### src/design/zx_bus_pkg.sv
// ==========================================================================
// ZX CPU bus package
// CPU bus bundle, joystick types and I/O port decode constants
// ==========================================================================

`default_nettype none

package zx_bus_pkg;

	// Strobes already decoded from the active-low Z80 pins
	typedef struct packed {
		logic [15:0] addr;
		logic [7:0]  dout;
		logic        mem_rd;
		logic        mem_wr;
		logic        io_rd;
		logic        io_wr;
		logic        m1;
	} cpu_bus_t;

	// Bit order matches the usual 6-bit pad word
	typedef struct packed {
		logic fire2;
		logic fire1;
		logic up;
		logic down;
		logic left;
		logic right;
	} joy_t;

	typedef enum logic [2:0] {
		JOY_KEMPSTON   = 3'd0,
		JOY_SINCLAIR1  = 3'd1,
		JOY_SINCLAIR2  = 3'd2,
		JOY_SINCLAIR12 = 3'd3,
		JOY_CURSOR     = 3'd4
	} joy_mode_t;

	localparam logic [15:0] PORT_7FFD     = 16'h7FFD;
	localparam logic [15:0] PORT_1FFD     = 16'h1FFD;
	localparam logic [15:0] PORT_EFF7     = 16'hEFF7;
	localparam logic [15:0] PORT_DFFD     = 16'hDFFD;
	localparam logic [7:0]  PORT_KEMPSTON = 8'h1F;

	// Floating bus
	localparam logic [7:0]  IDLE_BYTE     = 8'hFF;

endpackage

`default_nettype wire

### src/design/zx_mem_pkg.sv
// ==========================================================================
// ZX memory package
// Memory models, paging register state and external RAM request
// ==========================================================================

`default_nettype none

package zx_mem_pkg;

	localparam int RAM_ADDR_W = 25;
	localparam int RAM_BANK_W = 6;

	// ROM pages live above the RAM banks
	localparam logic [2:0] ROM_BASE_HI = 3'b101;

	// Same order as the machine menu entries
	typedef enum logic [2:0] {
		MEM_128K   = 3'd0,
		MEM_P1024  = 3'd1,
		MEM_PF1024 = 3'd2,
		MEM_48K    = 3'd3,
		MEM_PLUS3  = 3'd4
	} mem_model_t;

	typedef struct packed {
		logic [7:0] reg_7ffd;
		logic [7:0] reg_1ffd;
		logic [7:0] reg_eff7;
		logic [2:0] page_ext;
		logic       zx48;
		logic       p1024;
		logic       pf1024;
		logic       plus3;
	} page_state_t;

	typedef struct packed {
		logic [RAM_ADDR_W-1:0] addr;
		logic [7:0]            din;
		logic                  rd;
		logic                  we;
	} ram_req_t;

endpackage

`default_nettype wire

### src/design/zx_paging.sv
// ==========================================================================
// ZX paging registers
// Holds 7FFD, 1FFD, EFF7 and the extended bank bits for all memory
// models, and selects the ROM page
// ==========================================================================

`timescale 1ns/1ps
`default_nettype none

module zx_paging (
	input  logic                    clk_sys,
	input  logic                    reset,
	input  zx_bus_pkg::cpu_bus_t    bus,
	input  zx_mem_pkg::mem_model_t  mem_model,
	output zx_mem_pkg::page_state_t pages,
	output logic [3:0]              rom_page
);

	import zx_bus_pkg::*;
	import zx_mem_pkg::*;

	page_state_t pg;
	logic        io_wr_d;
	logic        wr_edge;
	logic        page_lock;
	logic        sel_7ffd;
	logic        sel_1ffd;
	logic        sel_eff7;
	logic        sel_dffd;

	// One write per io_wr assertion
	assign wr_edge = bus.io_wr && !io_wr_d;

	// 48K never pages; P1024 honours the lock only with EFF7 bit 2
	assign page_lock = pg.zx48 || (pg.reg_7ffd[5] && (!pg.p1024 || pg.reg_eff7[2]));

	// ======================================================================
	// Partial port decode
	// ======================================================================
	assign sel_7ffd = (bus.addr[15] == PORT_7FFD[15]) &&
			(bus.addr[1] == PORT_7FFD[1]) &&
			(bus.addr[14] || !pg.plus3) && !page_lock;

	assign sel_1ffd = (bus.addr[15:12] == PORT_1FFD[15:12]) &&
			(bus.addr[1] == PORT_1FFD[1]) && pg.plus3 && !page_lock;

	assign sel_eff7 = (bus.addr[15:12] == PORT_EFF7[15:12]) &&
			(bus.addr[3] == PORT_EFF7[3]);

	// Profi decodes its extension port fully
	assign sel_dffd = (bus.addr == PORT_DFFD);

	always_ff @(posedge clk_sys) begin
		io_wr_d <= bus.io_wr;

		if (reset) begin
			pg <= '0;
			// Model flags only change across reset
			pg.zx48   <= (mem_model == MEM_48K);
			pg.p1024  <= (mem_model == MEM_P1024);
			pg.pf1024 <= (mem_model == MEM_PF1024);
			pg.plus3  <= (mem_model == MEM_PLUS3);
		end else if (wr_edge) begin
			if (sel_7ffd) begin
				pg.reg_7ffd <= bus.dout;
				// Pentagon upper bank bits, unless EFF7 forces 128K mode
				if (pg.p1024 && !pg.reg_eff7[2]) begin
					pg.page_ext <= {bus.dout[5], bus.dout[7:6]};
				end
			end else if (sel_1ffd) begin
				pg.reg_1ffd <= bus.dout;
			end

			if (pg.pf1024 && sel_dffd) begin
				pg.page_ext <= bus.dout[2:0];
			end

			if (pg.p1024 && sel_eff7) begin
				pg.reg_eff7 <= bus.dout;
			end
		end
	end

	// ======================================================================
	// ROM page select
	// ======================================================================
	always_comb begin
		if (pg.plus3) begin
			// Four ROMs picked by 1FFD bit 2 and 7FFD bit 4
			rom_page = {2'b10, pg.reg_1ffd[2], pg.reg_7ffd[4]};
		end else begin
			rom_page = {pg.zx48, 2'b11, pg.zx48 | pg.reg_7ffd[4]};
		end
	end

	assign pages = pg;

endmodule

`default_nettype wire

### src/design/zx_ram_map.sv
// ==========================================================================
// ZX RAM mapper
// Turns a CPU memory access into a request for the external RAM,
// with ROM write protection and the +3 all-RAM modes
// ==========================================================================

`timescale 1ns/1ps
`default_nettype none

module zx_ram_map (
	input  zx_bus_pkg::cpu_bus_t    bus,
	input  zx_mem_pkg::page_state_t pages,
	input  logic [3:0]              rom_page,
	output zx_mem_pkg::ram_req_t    ram
);

	import zx_mem_pkg::*;

	// Bank field is one bit wider than a RAM bank to cover ROM pages
	logic [RAM_BANK_W:0] bank_sel;
	logic                special;
	logic                set_hi;
	logic                set_b1;

	assign special = pages.reg_1ffd[0];
	assign set_hi  = |pages.reg_1ffd[2:1];
	assign set_b1  = &pages.reg_1ffd[2:1];

	always_comb begin
		if (special) begin
			// +3 sets: 0-1-2-3, 4-5-6-7, 4-5-6-3, 4-7-6-3
			case (bus.addr[15:14])
				2'd0:    bank_sel = {4'b0000, set_hi, 2'b00};
				2'd1:    bank_sel = {4'b0000, set_hi, set_b1, 1'b1};
				2'd2:    bank_sel = {4'b0000, set_hi, 2'b10};
				default: bank_sel = {4'b0000, ~pages.reg_1ffd[2] & pages.reg_1ffd[1], 2'b11};
			endcase
		end else begin
			case (bus.addr[15:14])
				2'd0:    bank_sel = {ROM_BASE_HI, rom_page};
				2'd1:    bank_sel = 7'd5;
				2'd2:    bank_sel = 7'd2;
				default: bank_sel = {1'b0, pages.page_ext, pages.reg_7ffd[2:0]};
			endcase
		end
	end

	always_comb begin
		ram.addr = {{(RAM_ADDR_W - RAM_BANK_W - 15){1'b0}}, bank_sel, bus.addr[13:0]};
		ram.din  = bus.dout;
		ram.rd   = bus.mem_rd;
		// Slot 0 is ROM except in the all-RAM modes
		ram.we   = bus.mem_wr && (special || bus.addr[15] || bus.addr[14]);
	end

endmodule

`default_nettype wire

### src/design/zx_joystick.sv
// ==========================================================================
// ZX joystick decode
// Kempston port data and keyboard-mapped Sinclair and Cursor sticks
// ==========================================================================

`timescale 1ns/1ps
`default_nettype none

module zx_joystick (
	input  logic                  clk_sys,
	input  zx_bus_pkg::cpu_bus_t  bus,
	input  zx_bus_pkg::joy_mode_t joy_mode,
	input  zx_bus_pkg::joy_t      joy0,
	input  zx_bus_pkg::joy_t      joy1,
	input  logic [4:0]            key_data,
	output logic [4:0]            kbd_dout,
	output logic [7:0]            kemp_dout
);

	import zx_bus_pkg::*;

	// Keys 6-0 half row, bit 0 is key 0
	function automatic logic [4:0] sinclair1_keys(input joy_t j);
		return {j.left, j.right, j.down, j.up, j.fire1};
	endfunction

	// Keys 1-5 half row, bit 0 is key 1
	function automatic logic [4:0] sinclair2_keys(input joy_t j);
		return {j.fire1, j.up, j.down, j.right, j.left};
	endfunction

	joy_t       joy_any;
	logic [4:0] row_60;
	logic [4:0] row_15;
	logic [4:0] joy_kbd;
	logic       cursor;

	assign joy_any = joy0 | joy1;
	assign cursor  = (joy_mode == JOY_CURSOR);

	// Sinclair I+II splits the two pads over both rows
	assign row_60 = ({5{joy_mode inside {JOY_SINCLAIR1, JOY_SINCLAIR12}}} & sinclair1_keys(joy0)) |
			({5{joy_mode == JOY_SINCLAIR1}} & sinclair1_keys(joy1)) |
			({5{cursor}} & {joy_any.down, joy_any.up, joy_any.right, 1'b0, joy_any.fire1});

	// Cursor left sits on key 5
	assign row_15 = ({5{joy_mode inside {JOY_SINCLAIR2, JOY_SINCLAIR12}}} & sinclair2_keys(joy1)) |
			({5{joy_mode == JOY_SINCLAIR2}} & sinclair2_keys(joy0)) |
			({5{cursor}} & {joy_any.left, 4'b0000});

	// Row is scanned when its address line is low
	assign joy_kbd = ({5{bus.addr[12]}} | ~row_60) & ({5{bus.addr[11]}} | ~row_15);

	always_ff @(posedge clk_sys) begin
		kbd_dout  <= key_data & joy_kbd;
		kemp_dout <= (joy_mode == JOY_KEMPSTON) ? {2'b00, joy_any} : 8'h00;
	end

endmodule

`default_nettype wire

### src/design/zx_ula_port.sv
// ==========================================================================
// ZX ULA port and read mux
// Port FE border and EAR/MIC latch, keyboard read and CPU input data
// ==========================================================================

`timescale 1ns/1ps
`default_nettype none

module zx_ula_port (
	input  logic                 clk_sys,
	input  logic                 reset,
	input  zx_bus_pkg::cpu_bus_t bus,
	input  logic [4:0]           kbd_dout,
	input  logic [7:0]           kemp_dout,
	output logic [7:0]           cpu_din,
	output logic [2:0]           border_color,
	output logic                 ear,
	output logic                 mic
);

	import zx_bus_pkg::*;

	logic io_wr_d;
	logic ula_sel;
	logic kemp_sel;

	// ULA answers on any even port
	assign ula_sel  = !bus.addr[0];
	assign kemp_sel = (bus.addr[5:0] == PORT_KEMPSTON[5:0]);

	always_ff @(posedge clk_sys) begin
		io_wr_d <= bus.io_wr;

		if (reset) begin
			border_color <= 3'd0;
			ear          <= 1'b0;
			mic          <= 1'b0;
		end else if (bus.io_wr && !io_wr_d && ula_sel) begin
			border_color <= bus.dout[2:0];
			ear          <= bus.dout[4];
			mic          <= bus.dout[3];
		end
	end

	// ======================================================================
	// CPU read data
	// ======================================================================
	always_comb begin
		if (bus.io_rd && kemp_sel) begin
			cpu_din = kemp_dout;
		end else if (bus.io_rd && ula_sel) begin
			// Tape input loops back from the EAR and MIC outputs
			cpu_din = {1'b1, ear | mic, 1'b1, kbd_dout};
		end else begin
			cpu_din = IDLE_BYTE;
		end
	end

endmodule

`default_nettype wire

### src/design/zx_mem_core.sv
// ==========================================================================
// ZX memory and port core
// Paging, RAM mapping, joystick and ULA port blocks on one CPU bus
// ==========================================================================

`timescale 1ns/1ps
`default_nettype none

module zx_mem_core (
	input  logic                   clk_sys,
	input  logic                   reset,
	input  zx_bus_pkg::cpu_bus_t   bus,
	input  zx_mem_pkg::mem_model_t mem_model,
	input  zx_bus_pkg::joy_mode_t  joy_mode,
	input  zx_bus_pkg::joy_t       joy0,
	input  zx_bus_pkg::joy_t       joy1,
	input  logic [4:0]             key_data,
	output zx_mem_pkg::ram_req_t   ram,
	output logic [7:0]             cpu_din,
	output logic [2:0]             border_color,
	output logic                   ear,
	output logic                   mic
);

	import zx_mem_pkg::*;

	page_state_t pages;
	logic [3:0]  rom_page;
	logic [4:0]  kbd_dout;
	logic [7:0]  kemp_dout;

	zx_paging u_paging (
		.clk_sys   (clk_sys),
		.reset     (reset),
		.bus       (bus),
		.mem_model (mem_model),
		.pages     (pages),
		.rom_page  (rom_page)
	);

	zx_ram_map u_ram_map (
		.bus      (bus),
		.pages    (pages),
		.rom_page (rom_page),
		.ram      (ram)
	);

	zx_joystick u_joystick (
		.clk_sys   (clk_sys),
		.bus       (bus),
		.joy_mode  (joy_mode),
		.joy0      (joy0),
		.joy1      (joy1),
		.key_data  (key_data),
		.kbd_dout  (kbd_dout),
		.kemp_dout (kemp_dout)
	);

	zx_ula_port u_ula_port (
		.clk_sys      (clk_sys),
		.reset        (reset),
		.bus          (bus),
		.kbd_dout     (kbd_dout),
		.kemp_dout    (kemp_dout),
		.cpu_din      (cpu_din),
		.border_color (border_color),
		.ear          (ear),
		.mic          (mic)
	);

endmodule

`default_nettype wire

### config.mk
export PLATFORM = sky130hd
export DESIGN_NAME = zx_mem_core
export DESIGN_NICKNAME = d
export VERILOG_FILES = /design/src/design/zx_bus_pkg.sv /design/src/design/zx_mem_pkg.sv /design/src/design/zx_paging.sv /design/src/design/zx_ram_map.sv /design/src/design/zx_joystick.sv /design/src/design/zx_ula_port.sv /design/src/design/zx_mem_core.sv
export SDC_FILE = /design/constraint.sdc
export NUM_CORES = 1
export LEC_CHECK = 0
export ABC_AREA = 1
export BUFFER_PORTS_ARGS = -buffer_cell sky130_fd_sc_hd__buf_2
export CORE_MARGIN = 1.5
export CORE_UTILIZATION = 40
export DETAILED_ROUTE_END_ITERATION = 8
export PLACE_DENSITY = 0.68
export SETUP_SLACK_MARGIN = 0.3
export SLEW_MARGIN = 20
export SYNTH_ARGS = -nofsm -noshare
export SYNTH_HDL_FRONTEND = slang
export SYNTH_HIERARCHICAL = 1
export SYNTH_SLANG_ARGS = --single-unit
### constraint.sdc
create_clock -name clk_sys -period 1.76 [get_ports clk_sys]
set_input_delay 0.264 -clock clk_sys [delete_from_list [all_inputs] [get_ports clk_sys]]
set_output_delay 0.264 -clock clk_sys [all_outputs]
set_load 0.03 [all_outputs]
Word level (Yosys, flattened, before mapping)
Cells that the tools add are included.
{ "totals": {"word_cells": 102, "ram_bits": 0, "output_inout_bits": 48, "memories": 0, "latch_bits": 0, "regBits": 38, "inputBits": 54, "mem_bits_ro": 0} }
{ "classes": {"n_div": 0, "eq_ne": 14, "addsub": 0, "multipliers": 0, "n_reduce_logical": 39, "n_mux": 9, "bitwise_logic": 25, "order_cmp": 0, "shift": 0} }
{ "op_table": {"columns": ["operator", "count"], "rows": [
  ["$and 5x5->5", 8],
  ["$or 5x5->5", 6],
  ["$pmux 7 s3", 1],
  ["$eq 16x16->1 const B", 1],
  ["$logic_and 1x1->1", 16],
  ["$mux 7", 2],
  ["$eq 3x2->1 const B", 4],
  ["$not 5->5", 2],
  ["$mux 3", 3],
  ["$pmux 3 s3", 1],
  ["$mux 8", 1],
  ["$reduce_bool 2->1", 4],
  ["$eq 3x1->1 const B", 2],
  ["$eq 3x3->1 const B", 2],
  ["$eq 6x5->1 const B", 1],
  ["$logic_not 1->1", 6],
  ["$or 6x6->6", 1],
  ["$reduce_and 2->1", 3],
  ["$reduce_and 3->1", 2],
  ["$logic_or 1x1->1", 5],
  ["$not 1->1", 5],
  ["$eq 4x1->1 const B", 1],
  ["$eq 4x4->1 const B", 1],
  ["$mux 4", 1],
  ["7 further kinds", 8]
]} }

Depth between registers and ports, before layout
Gate-level depths: netlist (run 1).
{ "depth": {"word_depth": 9, "ltp_mapped": 10, "ltp_nobuf": 10} }

Cells and area by module
Netlist (run 1), hierarchy kept.
{ "by_module_without_submodules": {"columns": ["mod", "instances", "cells_each", "area_each_um2"], "rows": [
  ["zx_paging", 1, 189, 1426.4],
  ["zx_joystick", 1, 86, 544.3],
  ["zx_ula_port", 1, 74, 429.2],
  ["zx_ram_map", 1, 67, 379.1]
]} }

Worst setup path after synthesis (run 1)
No wires, ideal clock.
{ "synth_timing": {"path_kind": "flip-flop to output port", "startpoint": "reg u_paging.pg, in the netlist u_paging/pages[15]", "endpoint": "out ram[28] (netlist name)", "required_ns": 1.496, "path_stages_with_launch": 4, "path_slack_ns": 0.334, "arrival_ns": 1.162, "path_cell_list": "dfxtp_1 -> inv_2 -> nand2_1 -> o21ai_0"} }
{ "synth_lines": {"columns": ["item", "line_no", "text"], "rows": [
  ["start: declaration", "zx_paging.sv:22", "page_state_t pg;"],
  ["end: declaration", "zx_mem_core.sv:18", "output zx_mem_pkg::ram_req_t ram,"]
]} }

==> reports/summary.txt, run 1 <==
status: completed
gpl congestion: 0.857
Die X-Extent: 78.6 um
CP Capture Type: primary output
Max Root-Sink Buffers: 2
Hold Vio Cnt, Final: 0
RSZ-0062 raised after global routing: true
Initial Util: 0.415
largest net degree at the start of global routing: 13
DP HPWL: 4270 um
crit path launch type: flop
Netlist Area Pre-Place: 0.00229 sq mm
CTS H-Tree Depth: 2
Residual DRC: 0
via count: 2,313
Root Buffer: clkbuf_8
P_leak: 1.60 nW
Layout area overhead: 24.3%
most used routing layer: met2
Vias/cell: 4.51
clock tree sinks: 34
setup tns final: 0 ns
Avg Cell Area, Syn: 6.35 sq um
WL final: 5420 um
met1 Usage GRT: 0.218
Final Max Slew Viols: 0
Worst Path Required: 1.50 ns
remaining global-route overflow: 0
later-pin clock latency in the skew report: 0.29 ns
first-pass GRT wire length: 8860 um
Initial DRC Count: 141
Max-cap violations: 0
die area: 0.00618 sq mm
Warnings, synthesis: 6
vias in the first global route: 2,040
Port Buf Inserts: 94
I/O pins: 102
Worst path max stage delay: 0.42 ns
post-layout min period: 1.57 ns
maximum vdd drop: 0.000339 V
Pre-antenna DRT Iters: 4
CTS tree: yes
share of layout cells above drive strength 1: 0.347
Mapped Cells: 360
antenna cells: 0
hold-fix buffers at CTS: 0
Global Route met2 Usage: 0.314
Final Skew: 0.00510 ns
gr usage total: 0.182
f_max: 638 MHz
Cell Rows: 27
crit-path cells: o21bai_1 -> nand3_1 -> a21oi_2 -> buf_6
Die Ht: 78.6 um
critical path's slowest cell: edfxtp_1
clock slew at reported path FFs: 0.07 ns
Power Total: 1.91 mW
worst endpoint data arrival time: 1.30 ns
Crit Path Class: flop to primary output
Hold WC Path Type: input pin to flop
Post-DRT Antenna Nets: 0
Tcrit/Tclk final: 0.890
Num CTS Buffers: 5
Crit Path Max Fanout: 3
initial antenna violation count: 0
CORE AREA: 0.00551 sq mm
final setup fails: 0
met3 usage: 0.0477
PwrDens: 672 mW/mm^2
Net count, final: 494
Avg WL per Cell: 10.6 um
## layer usage
metal | vias to the layer above | wire, um
met5 | - | 0
met2 | 69 | 2540
met3 | 5 | 366
met4 | 0 | 69
met1 | 1015 | 2440
li1 | 1224 | -
## worst max-delay path, delay by kind of cell (launching register included)
kind | cells | cell delay, ns
compound gates | 2 | 0.34
flops | 1 | 0.42
simple gates | 1 | 0.11
buf+inv | 1 | 0.14
## power by group
part	switching (mW)	leakage [nW]	internal, mW	total, mW
logic	0.314	1.27	0.160	0.474
clock network	0.293	0.0472	0.314	0.607
registers	0.0130	0.285	0.816	0.828
## registers in the layout, summed over array words and instances, names as in the netlist
name and count:
u_paging/pages 16, u_joystick/kemp_dout 6, u_joystick/kbd_dout 5, u_ula_port/border_color 3, u_paging/io_wr_d 1, u_ula_port/ear 1
u_ula_port/io_wr_d 1, u_ula_port/mic 1
## stage by stage
step | hold WS, ns | setup slack, ns | cells | cell area [sq um] | util
6_report | 0.123 | 0.193 | 513 | 2840 | 0.516
5_1_grt | 0.117 | 0.0983 | 513 | 2840 | 0.516
4_1_cts | 0.123 | 0.186 | 507 | 2770 | 0.503
3_5_place_dp | 0.424 | 0.280 | 497 | 2610 | 0.474
3_3_place_gp | 0.418 | 0.309 | 497 | 2610 | 0.474
2_1_floorplan | 0.292 | 0.334 | 364 | 2300 | -
## layout by cell type, fill, tap and decap left out, drive strengths merged
| cell type | count |
|---|---|
| edfxtp | 4 |
| nand2 | 97 |
| nor2 | 50 |
| nand4 | 2 |
| nor3 | 5 |
| nand3 | 26 |
| o211ai | 1 |
| or2 | 3 |
| clkinvlp | 1 |
| inv | 67 |
| o21ai | 18 |
| conb | 6 |
| nor4 | 1 |
| nor3b | 1 |
| buf | 101 |
| o21bai | 1 |
| dfxtp | 30 |
| clkinv | 1 |
| a21oi | 18 |
| clkbuf | 7 |
| nand3b | 1 |
## path summary, 6_finish.rpt
kind / endpoint / slack (ns) / startpoint / depth (start not counted)
worst min register to register: u_paging/pages[9]$_SDFFE_PP0P_ / 0.49 / u_paging/pages[9]$_SDFFE_PP0P_ / 2
worst min-delay path: u_ula_port/io_wr_d$_DFF_P_ / 0.12 / bus[1] / 1
worst max register to register: u_paging/pages[15]$_SDFFE_PP0P_ / 0.37 / u_paging/pages[0]$_DFFE_PP_ / 8
worst max-delay path: ram[24] / 0.19 / u_paging/pages[0]$_DFFE_PP_ / 4
## area by class of cell
type | instances | area (sq um)
timing repair buffer | 102 | 579
clock buffer | 6 | 82.6
clock inverter | 2 | 12.5
inverter | 67 | 251
tap | 72 | 90.1
sequential | 34 | 724
fill | 586 | 2670
multi-input combinational | 230 | 1100
## repair_timing
item,CTS,global route
pin swaps,3,7
setup endpoints to repair,7,9
gates resized for setup,15,10
setup buffers,2,6
No activity file was read; power rests on OpenSTA's default activity.
==> run 2: changes to the inputs <==
--- a/config.mk
+++ b/config.mk
@@ -9,2 +9,3 @@
 export BUFFER_PORTS_ARGS = -buffer_cell sky130_fd_sc_hd__buf_2
+export CORE_ASPECT_RATIO = 1.5
 export CORE_MARGIN = 1.5
@@ -12,3 +13,3 @@
 export DETAILED_ROUTE_END_ITERATION = 8
-export PLACE_DENSITY = 0.68
+export PLACE_DENSITY = 0.74
 export SETUP_SLACK_MARGIN = 0.3
@@ -17,3 +18,2 @@
 export SYNTH_HDL_FRONTEND = slang
-export SYNTH_HIERARCHICAL = 1
 export SYNTH_SLANG_ARGS = --single-unit
==> constraint.sdc (replaced) <==
create_clock -name clk_sys -period 1.76 [get_ports clk_sys]
set_input_delay 0.088 -clock clk_sys [delete_from_list [all_inputs] [get_ports clk_sys]]
set_output_delay 0.088 -clock clk_sys [all_outputs]
set_load 0.03 [all_outputs]
==> run 2 against run 1 <==
  * First-iteration DRC count shrank 36%
  * Register-to-register slack improved by 0.02 ns
  * Hold slack worse by 0.092 ns
  * Fmax rose by 14%
  * Die area down 16%
  * Synthesized cell count shrank 24%
  * Critical endpoint unchanged
==> reports/summary.txt, run 2 <==
critical path's slowest cell: edfxtp_1 (unchanged)
Net count, final: 406 (was 494)
Vias/cell: 4.87 (was 4.51)
Post-synth EDFFs: 4
I/O pins: 102 (unchanged)
gr usage total: 0.198 (was 0.182)
clock tree sinks: 33 (was 34)
Max Root-Sink Buffers: 2 (unchanged)
commonest non-fill, non-tap cell in the layout: buf_2 (was nand2_1)
Psw: 0.531 mW (was 0.620 mW)
Pre-antenna DRT Iters: 4 (unchanged)
Final Max Slew Viols: 0 (unchanged)
Hold Vio Cnt, Final: 0 (unchanged)
dominant cell by count in the synthesized netlist: nand2_1
worst r2r src: u_paging.pages[0]$_DFFE_PP_ (was u_paging/pages[0]$_DFFE_PP_)
Final Skew: 0.00647 ns (was 0.00510 ns)
die area: 0.00519 sq mm (was 0.00618 sq mm)
Unique masters post-synth: 29
Critical Path Most Common Cell: o21ai_0
CTS tree: yes (unchanged)
Cell Area, Placed: 0.00226 sq mm (was 0.00261 sq mm)
max reg flops: 16 (unchanged)
Tcrit/Tclk final: 0.784 (was 0.890)
Reg2Reg Setup Slack: 0.39 ns (was 0.37 ns)
final setup fails: 0 (unchanged)
hold path cells: 3 (was 1)
CTS H-Tree Depth: 2 (unchanged)
sequential share of power: 0.455 (was 0.434)
remaining global-route overflow: 0 (unchanged)
Crit Path Max Fanout: 2 (was 3)
Layout area overhead: 25.4% (was 24.3%)
first-pass GRT wire length: 7760 um (was 8860 um)
Seq cells post-synth: 33
clock slew at reported path FFs: 0.06 ns (was 0.07 ns)
worst hold slack: 0.0305 ns (was 0.123 ns)
WL final: 5100 um (was 5420 um)
Netlist Area Pre-Place: 0.00190 sq mm (was 0.00229 sq mm)
Power Total: 1.76 mW (was 1.91 mW)
commonest cells after routing, fill and taps aside: buf_2, nand2_1, nor2_1 (was nand2_1, buf_2, inv_1)
Die Ht: 87.5 um (was 78.6 um)
Design Area, Final: 0.00239 sq mm (was 0.00284 sq mm)
maximum vdd drop: 0.000469 V (was 0.000339 V)
Yosys top cell by area: dfxtp_1
Avg WL per Cell: 12.3 um (was 10.6 um)
Worst Path Required: 1.67 ns (was 1.50 ns)
Die X-Extent: 59.3 um (was 78.6 um)
Port Buf Inserts: 94 (unchanged)
Root Buffer: clkbuf_8 (unchanged)
crit-path cells: inv_1 -> o21ai_0 -> o21ai_0 -> a31oi_1 -> buf_4 (was o21bai_1 -> nand3_1 -> a21oi_2 -> buf_6)
initial antenna violation count: 0 (unchanged)
Int Power: 1.23 mW (was 1.29 mW)
worst endpoint data arrival time: 1.29 ns (was 1.30 ns)
Post-DRT Antenna Nets: 0 (unchanged)
FILL cells: 508 (was 586)
via count: 2,025 (was 2,313)
post-layout min period: 1.38 ns (was 1.57 ns)
Mapped Cells: 273 (was 360)
Max-cap violations: 0 (unchanged)
Residual DRC: 0 (unchanged)
worst slack, placed: 0.366 ns (was 0.280 ns)
antenna cells: 0 (unchanged)
share of layout cells above drive strength 1: 0.330 (was 0.347)
Initial Util: 0.419 (was 0.415)
CP Capture Type: primary output (unchanged)
top cell type's share of synthesized area: 0.305
Warnings, synthesis: 0 (was 6)
ys flop type: dfxtp_1
Hold WC Path Type: input pin to flop (unchanged)
R2R depth: 8 (unchanged)
reg2reg end: u_paging.pages[6]$_SDFFE_PP0P_ (was u_paging/pages[15]$_SDFFE_PP0P_)
hold_sp: key_data[4] (was bus[1])
power share of the combinational group: 0.226 (was 0.248)
status: completed (unchanged)
async set-reset flop share out of synthesis: 0
Num CTS Buffers: 5 (unchanged)
Avg Cell Area, Syn: 6.98 sq um (was 6.35 sq um)
vias in the first global route: 1,819 (was 2,040)
Seq/Total Area, Yosys: 0.368
Cell Rows: 30 (was 27)
RSZ-0062 raised after global routing: true (unchanged)
PwrDens: 739 mW/mm^2 (was 672 mW/mm^2)
P_leak: 1.17 nW (was 1.60 nW)
Hold EP: u_joystick.kbd_dout[4]$_DFF_P_ (was u_ula_port/io_wr_d$_DFF_P_)
later-pin clock latency in the skew report: 0.28 ns (was 0.29 ns)
f_max: 725 MHz (was 638 MHz)
DP HPWL: 4120 um (was 4270 um)
Initial DRC Count: 90 (was 141)
ranking of synthesized cells by area: dfxtp_1, buf_4, nand2_1, nor2_1, inv_1
largest net degree at the start of global routing: 12 (was 13)
Worst path max stage delay: 0.41 ns (was 0.42 ns)
setup tns final: 0 ns (unchanged)
crit path launch type: flop (unchanged)
most frequent cells after synthesis: nand2_1, nor2_1, inv_1
Crit Path Class: flop to primary output (unchanged)
PnR worst setup slack: 0.380 ns (was 0.193 ns)
CORE AREA: 0.00454 sq mm (was 0.00551 sq mm)
Clock Power Share: 0.318 (about the same)
gpl congestion: 0.882 (was 0.857)
Sw Ratio: 0.301 (was 0.325)
## run 2: area by class of cell
class,count,area (sq um),area share
clock buffers,7,86.3,0.0361
inverters,38,143,0.0597
multi-input cells,177,868,0.364
flip-flops and latches,33,701,0.293
well taps,64,80.1,0.0335
repair buffers,97,510,0.214
## run 2: how the worst max path moves through the flow
stage | start | end | slack, ns | depth (start not counted)
final | u_paging.pages[3]$_DFFE_PP_ | ram[24] | 0.38 | 5
after floorplan | u_ula_port.ear$_SDFFE_PP0P_ | cpu_din[6] | 0.50 | 2
after detailed placement | u_paging.pages[0]$_DFFE_PP_ | u_paging.pages[6]$_SDFFE_PP0P_ | 0.37 | 8
after global placement | u_paging.pages[0]$_DFFE_PP_ | u_paging.pages[5]$_SDFFE_PP0P_ | 0.41 | 8
after global routing | u_paging.pages[0]$_DFFE_PP_ | u_paging.pages[6]$_SDFFE_PP0P_ | 0.28 | 8
after CTS | u_paging.pages[0]$_DFFE_PP_ | u_paging.pages[6]$_SDFFE_PP0P_ | 0.36 | 8
## run 2: power groups by stage
stage / Sequential, mW / Clock (mW) / Combinational [mW]
final: 0.803 / 0.561 / 0.399
after global routing: 0.807 / 0.601 / 0.432
after CTS: 0.803 / 0.574 / 0.389
after detailed placement: 0.820 / 0 / 0.386
after global placement: 0.819 / 0 / 0.382
after floorplan: 0.826 / 0 / 0.266
## run 2: kinds of logic after synthesis
group           share of synthesized area
compound gates                      0.174
buf+inv                             0.184
flops                               0.368
other cells                       0.00197
simple gates                        0.272
## run 2: repair_timing
item / CTS / global route
endpoints found under the hold margin: 1 / 0
resized for setup: 0 / 4
setup endpoints to repair: 0 / 9
hold buffers: 1 / 0
setup buffers: 0 / 2
## run 2: layer usage
metal	GRT usage	wire length (um)	share of wire
met5	0	0	0
met4	0.0847	115	0.023
met3	0.0431	315	0.062
met2	0.381	2770	0.54
met1	0.195	1900	0.37
## run 2: worst max-delay path, delay by kind of cell, from the launching register on
kind                   cells  cell delay (ns)
AOI/OAI and AO/OA          3             0.35
buffers and inverters      2             0.27
DFF                        1             0.41
## run 2: through the flow
stage	utilization	instances
global route	0.526	416
finish	0.526	416
global placement	0.497	406
detailed placement	0.497	406
floorplan	-	276
CTS	0.518	414
